<file path="config.mk">
export PLATFORM = sky130hd
export DESIGN_NAME = debug_unit
export DESIGN_NICKNAME = d
export VERILOG_FILES = /design/src/dbg_pkg.sv /design/src/snap_if.sv /design/src/pc_pipe.sv /design/src/snapshot_buffer.sv /design/src/debug_ctrl.sv /design/src/debug_unit.sv
export SDC_FILE = /design/constraint.sdc
export NUM_CORES = 1
export LEC_CHECK = 0
export ABC_CLOCK_PERIOD_IN_PS = 3600
export BUFFER_PORTS_ARGS = -buffer_cell sky130_fd_sc_hd__buf_2
export CORE_UTILIZATION = 66
export DETAILED_ROUTE_END_ITERATION = 10
export PLACE_DENSITY_LB_ADDON = 0.25
export SLEW_MARGIN = 20
export SYNTH_ARGS = -nofsm -noshare
export SYNTH_HDL_FRONTEND = slang
export SYNTH_HIERARCHICAL = 1
export SYNTH_SLANG_ARGS = --single-unit
export TNS_END_PERCENT = 100
</file>
<file path="constraint.sdc">
create_clock -name clk -period 3.6 [get_ports clk]
set_input_delay 0.72 -clock clk [delete_from_list [all_inputs] [get_ports clk]]
set_output_delay 0.72 -clock clk [all_outputs]
set_load 0.02 [all_outputs]
</file>
<file path="src/dbg_pkg.sv">
`default_nettype none

package dbg_pkg;

	////////////////////////////////////////
	// Link and pipeline widths
	////////////////////////////////////////

	// One byte on the serial link
	typedef logic [7:0] byte_t;

	// Program counter of one stage
	typedef logic [8:0] pc_t;

	// Pipeline cycle count since the last clear
	typedef logic [15:0] cycle_t;

	////////////////////////////////////////
	// Snapshot stream
	////////////////////////////////////////

	// Four pcs and the cycle count, two bytes each
	localparam int SNAP_BYTES = 10;

	// Byte index within the snapshot
	typedef logic [3:0] snap_idx_t;

	// Command bytes from the host
	localparam byte_t CMD_RUN = 8'h63;
	localparam byte_t CMD_STEP = 8'h70;
	localparam byte_t CMD_CLEAR = 8'h72;

	////////////////////////////////////////
	// Controller FSM
	////////////////////////////////////////

	typedef enum logic [2:0] {
		// Waiting for a command byte
		IDLE,
		// Pop the receive FIFO
		READ,
		// Decode and issue step or clear
		EXEC,
		// Free run until the program ends
		RUN,
		// Freeze pipeline state
		CAPTURE,
		// Stream the snapshot out
		SEND
	} ctrl_state_t;

endpackage

`default_nettype wire

</file>
<file path="src/snap_if.sv">
`timescale 1ns/10ps
`default_nettype none

interface snap_if;

	// Stage pcs, fetch first
	dbg_pkg::pc_t pcf;
	dbg_pkg::pc_t pcd;
	dbg_pkg::pc_t pce;
	dbg_pkg::pc_t pcw;

	// Advances since clear
	dbg_pkg::cycle_t cycles;

	// Last instruction reached writeback
	logic halted;

	// Pipeline model side
	modport pipe (
		output pcf, pcd, pce, pcw, cycles, halted
	);

	// Snapshot capture side
	modport buff (
		input pcf, pcd, pce, pcw, cycles
	);

	// Controller only watches for program end
	modport ctrl (
		input halted
	);

endinterface

`default_nettype wire

</file>
<file path="src/pc_pipe.sv">
`timescale 1ns/10ps
`default_nettype none

module pc_pipe #(
	parameter int PROG_LEN = 40
) (
	input logic clk,
	input logic rst_n,
	input logic step,
	input logic run,
	input logic clear,
	snap_if.pipe snap
);

	// Pc of the final instruction
	localparam dbg_pkg::pc_t LAST_PC = dbg_pkg::pc_t'(PROG_LEN - 1);

	logic primed;
	logic advance;

	////////////////////////////////////////
	// Halt detection
	////////////////////////////////////////

	// Execute and writeback only differ once the pipe is full
	assign primed = (snap.pce != snap.pcw);

	// Writeback holding the last pc ends the program
	assign snap.halted = primed && (snap.pcw == LAST_PC);

	// Step pulse or run level moves the pipe unless halted
	assign advance = (step || run) && !snap.halted;

	////////////////////////////////////////
	// Stage registers
	////////////////////////////////////////

	always_ff @(posedge clk)
	begin
		if (!rst_n || clear)
		begin
			// Empty pipe, counter back to zero
			snap.pcf <= '0;
			snap.pcd <= '0;
			snap.pce <= '0;
			snap.pcw <= '0;
			snap.cycles <= '0;
		end
		else if (advance)
		begin
			// Each pc moves one stage toward writeback
			snap.pcw <= snap.pce;
			snap.pce <= snap.pcd;
			snap.pcd <= snap.pcf;
			// Sequential fetch
			snap.pcf <= snap.pcf + 1'b1;
			snap.cycles <= snap.cycles + 1'b1;
		end
	end

endmodule

`default_nettype wire

</file>
<file path="src/snapshot_buffer.sv">
`timescale 1ns/10ps
`default_nettype none

module snapshot_buffer (
	input logic clk,
	input logic rst_n,
	input logic capture,
	snap_if.buff snap,
	input dbg_pkg::snap_idx_t idx,
	output dbg_pkg::byte_t data
);

	// Frozen snapshot bytes
	dbg_pkg::byte_t snap_q [dbg_pkg::SNAP_BYTES];
	// Live pipeline state in link byte order
	dbg_pkg::byte_t snap_d [dbg_pkg::SNAP_BYTES];

	////////////////////////////////////////
	// Byte layout
	////////////////////////////////////////

	// Low byte first for every field
	// High byte of a pc carries only bit 8
	always_comb
	begin
		snap_d[0] = snap.pcf[7:0];
		snap_d[1] = {7'b0, snap.pcf[8]};
		snap_d[2] = snap.pcd[7:0];
		snap_d[3] = {7'b0, snap.pcd[8]};
		snap_d[4] = snap.pce[7:0];
		snap_d[5] = {7'b0, snap.pce[8]};
		snap_d[6] = snap.pcw[7:0];
		snap_d[7] = {7'b0, snap.pcw[8]};
		snap_d[8] = snap.cycles[7:0];
		snap_d[9] = snap.cycles[15:8];
	end

	////////////////////////////////////////
	// Capture register
	////////////////////////////////////////

	always_ff @(posedge clk)
	begin
		if (!rst_n)
		begin
			for (int i = 0; i < dbg_pkg::SNAP_BYTES; i++)
			begin
				snap_q[i] <= '0;
			end
		end
		else if (capture)
		begin
			// Whole snapshot in one edge
			snap_q <= snap_d;
		end
	end

	// Read port for the transmit stream
	assign data = (idx < dbg_pkg::SNAP_BYTES) ? snap_q[idx] : '0;

endmodule

`default_nettype wire

</file>
<file path="src/debug_ctrl.sv">
`timescale 1ns/10ps
`default_nettype none

module debug_ctrl (
	input logic clk,
	input logic rst_n,
	input dbg_pkg::byte_t r_data,
	input logic rx_empty,
	input logic tx_full,
	output dbg_pkg::byte_t w_data,
	output logic rd,
	output logic wr,
	output logic step,
	output logic run,
	output logic clear,
	output logic capture,
	output dbg_pkg::snap_idx_t idx,
	input dbg_pkg::byte_t data,
	snap_if.ctrl snap
);

	// Index of the final snapshot byte
	localparam dbg_pkg::snap_idx_t LAST_IDX = dbg_pkg::snap_idx_t'(dbg_pkg::SNAP_BYTES - 1);

	dbg_pkg::ctrl_state_t state;
	dbg_pkg::ctrl_state_t state_nxt;
	// Command byte under execution
	dbg_pkg::byte_t cmd;

	////////////////////////////////////////
	// State register
	////////////////////////////////////////

	always_ff @(posedge clk)
	begin
		if (!rst_n)
			state <= dbg_pkg::IDLE;
		else
			state <= state_nxt;
	end

	// Latch the byte while it is popped
	always_ff @(posedge clk)
	begin
		if (state == dbg_pkg::READ)
			cmd <= r_data;
	end

	////////////////////////////////////////
	// Next state
	////////////////////////////////////////

	always_comb
	begin
		state_nxt = state;
		case (state)
			dbg_pkg::IDLE:
			begin
				// Show-ahead FIFO so data is already valid
				if (!rx_empty)
					state_nxt = dbg_pkg::READ;
			end
			dbg_pkg::READ:
				state_nxt = dbg_pkg::EXEC;
			dbg_pkg::EXEC:
			begin
				case (cmd)
					dbg_pkg::CMD_RUN:
						state_nxt = dbg_pkg::RUN;
					dbg_pkg::CMD_STEP,
					dbg_pkg::CMD_CLEAR:
						state_nxt = dbg_pkg::CAPTURE;
					// Unknown bytes are dropped silently
					default:
						state_nxt = dbg_pkg::IDLE;
				endcase
			end
			dbg_pkg::RUN:
			begin
				if (snap.halted)
					state_nxt = dbg_pkg::CAPTURE;
			end
			dbg_pkg::CAPTURE:
				state_nxt = dbg_pkg::SEND;
			dbg_pkg::SEND:
			begin
				// Done after the tenth accepted byte
				if (wr && (idx == LAST_IDX))
					state_nxt = dbg_pkg::IDLE;
			end
			default:
				state_nxt = dbg_pkg::IDLE;
		endcase
	end

	////////////////////////////////////////
	// Snapshot byte counter
	////////////////////////////////////////

	always_ff @(posedge clk)
	begin
		if (!rst_n || (state == dbg_pkg::CAPTURE))
			idx <= '0;
		else if (wr)
			idx <= idx + 1'b1;
	end

	////////////////////////////////////////
	// Strobes
	////////////////////////////////////////

	assign rd = (state == dbg_pkg::READ);
	// One-cycle pulses out of EXEC
	assign step = (state == dbg_pkg::EXEC) && (cmd == dbg_pkg::CMD_STEP);
	assign clear = (state == dbg_pkg::EXEC) && (cmd == dbg_pkg::CMD_CLEAR);
	// Held for the whole run
	assign run = (state == dbg_pkg::RUN);
	assign capture = (state == dbg_pkg::CAPTURE);
	// Hold off while the transmit FIFO is full
	assign wr = (state == dbg_pkg::SEND) && !tx_full;
	assign w_data = data;

endmodule

`default_nettype wire

</file>
<file path="src/debug_unit.sv">
`timescale 1ns/10ps
`default_nettype none

module debug_unit #(
	parameter int PROG_LEN = 40
) (
	input logic clk,
	input logic rst_n,
	input dbg_pkg::byte_t r_data,
	input logic rx_empty,
	input logic tx_full,
	output dbg_pkg::byte_t w_data,
	output logic rd,
	output logic wr
);

	////////////////////////////////////////
	// Internal nets
	////////////////////////////////////////

	// Pipeline state shared by all three blocks
	snap_if snap ();

	// Pipeline control
	logic step;
	logic run;
	logic clear;

	// Snapshot access
	logic capture;
	dbg_pkg::snap_idx_t idx;
	dbg_pkg::byte_t data;

	////////////////////////////////////////
	// Blocks
	////////////////////////////////////////

	// Processor pc pipeline model
	pc_pipe #(
		.PROG_LEN(PROG_LEN)
	) u_pc_pipe (
		.clk(clk),
		.rst_n(rst_n),
		.step(step),
		.run(run),
		.clear(clear),
		.snap(snap.pipe)
	);

	// Frozen copy for the transmit stream
	snapshot_buffer u_snapshot_buffer (
		.clk(clk),
		.rst_n(rst_n),
		.capture(capture),
		.snap(snap.buff),
		.idx(idx),
		.data(data)
	);

	// Command FSM between the FIFOs and the pipeline
	debug_ctrl u_debug_ctrl (
		.clk(clk),
		.rst_n(rst_n),
		.r_data(r_data),
		.rx_empty(rx_empty),
		.tx_full(tx_full),
		.w_data(w_data),
		.rd(rd),
		.wr(wr),
		.step(step),
		.run(run),
		.clear(clear),
		.capture(capture),
		.idx(idx),
		.data(data),
		.snap(snap.ctrl)
	);

endmodule

`default_nettype wire

</file>
==> metrics.txt <==
status completed; hold path endpoint u_debug_ctrl/cmd[7]; Rows 33; Chip Height 94.1 um; layout cell share with drive strength beyond 1 0.144; Final Cycle Share 0.847; async set or reset register ratio after synthesis 0; initial antenna violation count 0; DIE AREA 8860 um^2; min cycle time layout 3.05 ns; initial core utilization 0.681; relative slew slack 0.524; CTS Buffer Depth 2; syn_area_per_cell 9.79 um^2; wire length of the first global-routing pass 20.6 mm; Via density 6.40; Final Core Density 0.757; Largest stage delay, worst path 0.73 ns; Final Max Tran Viols 0; Reg2Reg Depth 8; htree depth 4; PortBufs 21; CTS Root Cell clkbuf_8; clk_lat worst skew 0.51 ns; hold buffer count at cts 0; Syn Nets 588; Worst-path clk slew 0.06 ns; Hold WC Path Type in2reg; crit path launch type flop; Post-synth EDFFs 8; CP Class reg2out; Critical-path top delay cell dfxtp_1; via count 4405; RSZ-0062 raised after global routing no; FF+latch count, synth 119; reg2reg end u_pc_pipe/snap.cycles[15]; Reg2Reg Launch Point u_debug_ctrl/state[1]; R2R Setup Slk 0.95 ns; area of the core 8220 um^2; num ports 22; # resized after CTS 0; clock tree from TritonCTS built; Synth top area share 0.397; CP required 2.88 ns; DRT Pass-1 Iters 5; FMAX 328 MHz; Yosys warnings 6; drt wl/cell 18.8 um; CTS Buf Count 17; Lkg Pwr 1.97 nW; clk sinks 119; postcts setup bufs 0; drt total wl 12.9 mm; CP max FO 15; die width 94.1 um; WHS Path Cells 1; Placer Congestion 0.834; Final Net Count 586; antenna cell count 0; Cells after Synth 572; Total Routing Usage GR 0.309; max-cap violations 0; final hold vios 0; Synth area leader dfxtp_1; dominant synthesized flop cell dfxtp_1; Mapped Area 5600 um^2; final setup vio count 0; total power 0.00318 W; HP Start r_data[7]; critical-path cell list mux4_2 -> nand2b_1 -> a32o_1 -> buf_2; HPWL Detailed 8.04 mm; Setup TNS Final 0 ns; Max VDD drop 0.492 mV; Syn-to-layout area delta 11.1%; Crit path arrival time 2.33 ns; top cells by area, synth dfxtp_1 40%, mux2i_1 10%, nor2b_1 6.1%; gr ovfl total 0; most numerous cell in the Yosys netlist dfxtp_1; sequential share of the synthesized area 0.440; worst slew pin tran 0.713 ns; Final Skew 0.00880 ns; Post-synth top cells 111 x dfxtp_1, 56 x mux2i_1, 55 x nor2b_1; DR DRC count 0; Antenna Nets Post-Route 0; synth unique cells 59; power density over cell area 511 nW/um^2; critical path capture point type output pin; DRT iter0 DRCs 322; vias in the first global route 4165; pin count of the biggest net entering global routing 58
## cell families after synthesis
group / share of synthesized area
xor+xnor: 0.0141
fa+ha+maj: 0.00894
compound gates: 0.137
flops: 0.440
buf+inv: 0.0594
simple gates: 0.206
mux: 0.134
## cell type report
cell class,count,area (um^2)
clock buffers,20,445
clock inverters,12,150
fillers,563,2000
inverters,8,30.0
multi-input cells,394,2820
flip-flops and latches,119,2460
well taps,105,131
repair buffers,30,185
## metrics by stage
stage	setup slack (ns)	hold slack, ns	area, um^2	cells
detailed placement	1.04	0.476	5620	656
global route	0.399	0.358	6220	688
floorplan	1.33	0.451	5600	572
finish	0.551	0.383	6220	688
CTS	0.516	0.369	6220	688
global placement	1.08	0.463	5620	656
## how the worst max path moves through the flow
stage	from	to	slack [ns]	cells past startpoint
floorplan	u_debug_ctrl/state[0]	rd	1.33	2
global placement	u_debug_ctrl/idx[1]	w_data[0]	1.08	4
detailed placement	u_debug_ctrl/idx[1]	w_data[0]	1.04	4
CTS	u_debug_ctrl/idx[1]	w_data[0]	0.52	4
global route	u_debug_ctrl/idx[2]	w_data[4]	0.40	4
finish	u_debug_ctrl/idx[1]	w_data[0]	0.55	4
## cells in the final DEF, fill, tap and decap left out, types with 3 or more instances in the layout
cell and instances:
and3_1 3, clkbuf_16 16, edfxtp_1 8, nand3_1 49, buf_2 21, o31ai_1 12, a21oi_1 50, clkbuf_8 3
nor2_1 10, nor4_1 3, a22oi_1 7, mux2i_1 56, nand4_1 3, or3_1 9, nand2b_1 5, inv_1 7
xnor2_1 9, nand2_1 15, o21ai_1 19, or4_1 11, dfxtp_1 111, nor2b_1 55, o21ai_0 25, mux4_2 8
clkinvlp_4 4, a31oi_1 4, buf_4 8, bufinv_16 3, clkinv_2 3, ha_1 4
## state kept, by name (all words and copies together) (netlist names)
name                      flops
u_snapshot_buffer/snap_q     52
u_pc_pipe/snap.cycles        16
u_pc_pipe/snap.pcd            9
u_pc_pipe/snap.pce            9
u_pc_pipe/snap.pcf            9
u_pc_pipe/snap.pcw            9
u_debug_ctrl/cmd              8
u_debug_ctrl/idx              4
u_debug_ctrl/state            3
## report_power, final
part	total, W	internal, W	switching (W)
sequential	0.00138	0.00135	0.0000228
clock	0.00168	0.00109	0.000592
combinational	0.000122	0.0000486	0.0000737
total	0.00318	0.00249	0.000689
## metal layers
layer | GRT usage | vias up | wire length [um]
li1 | - | 2078 | -
met1 | 0.383 | 2143 | 5500
met2 | 0.511 | 162 | 6340
met3 | 0.0720 | 22 | 754
met4 | 0.138 | 0 | 310
met5 | 0 | - | 0
## critical path, delay by kind of cell (launching register included)
family	cells	cell delay [ns]
buf+inv	1	0.15
compound gates	1	0.23
flops	1	0.73
mux	1	0.57
simple gates	1	0.15
Note: power is estimated with default switching activity, not from simulation.
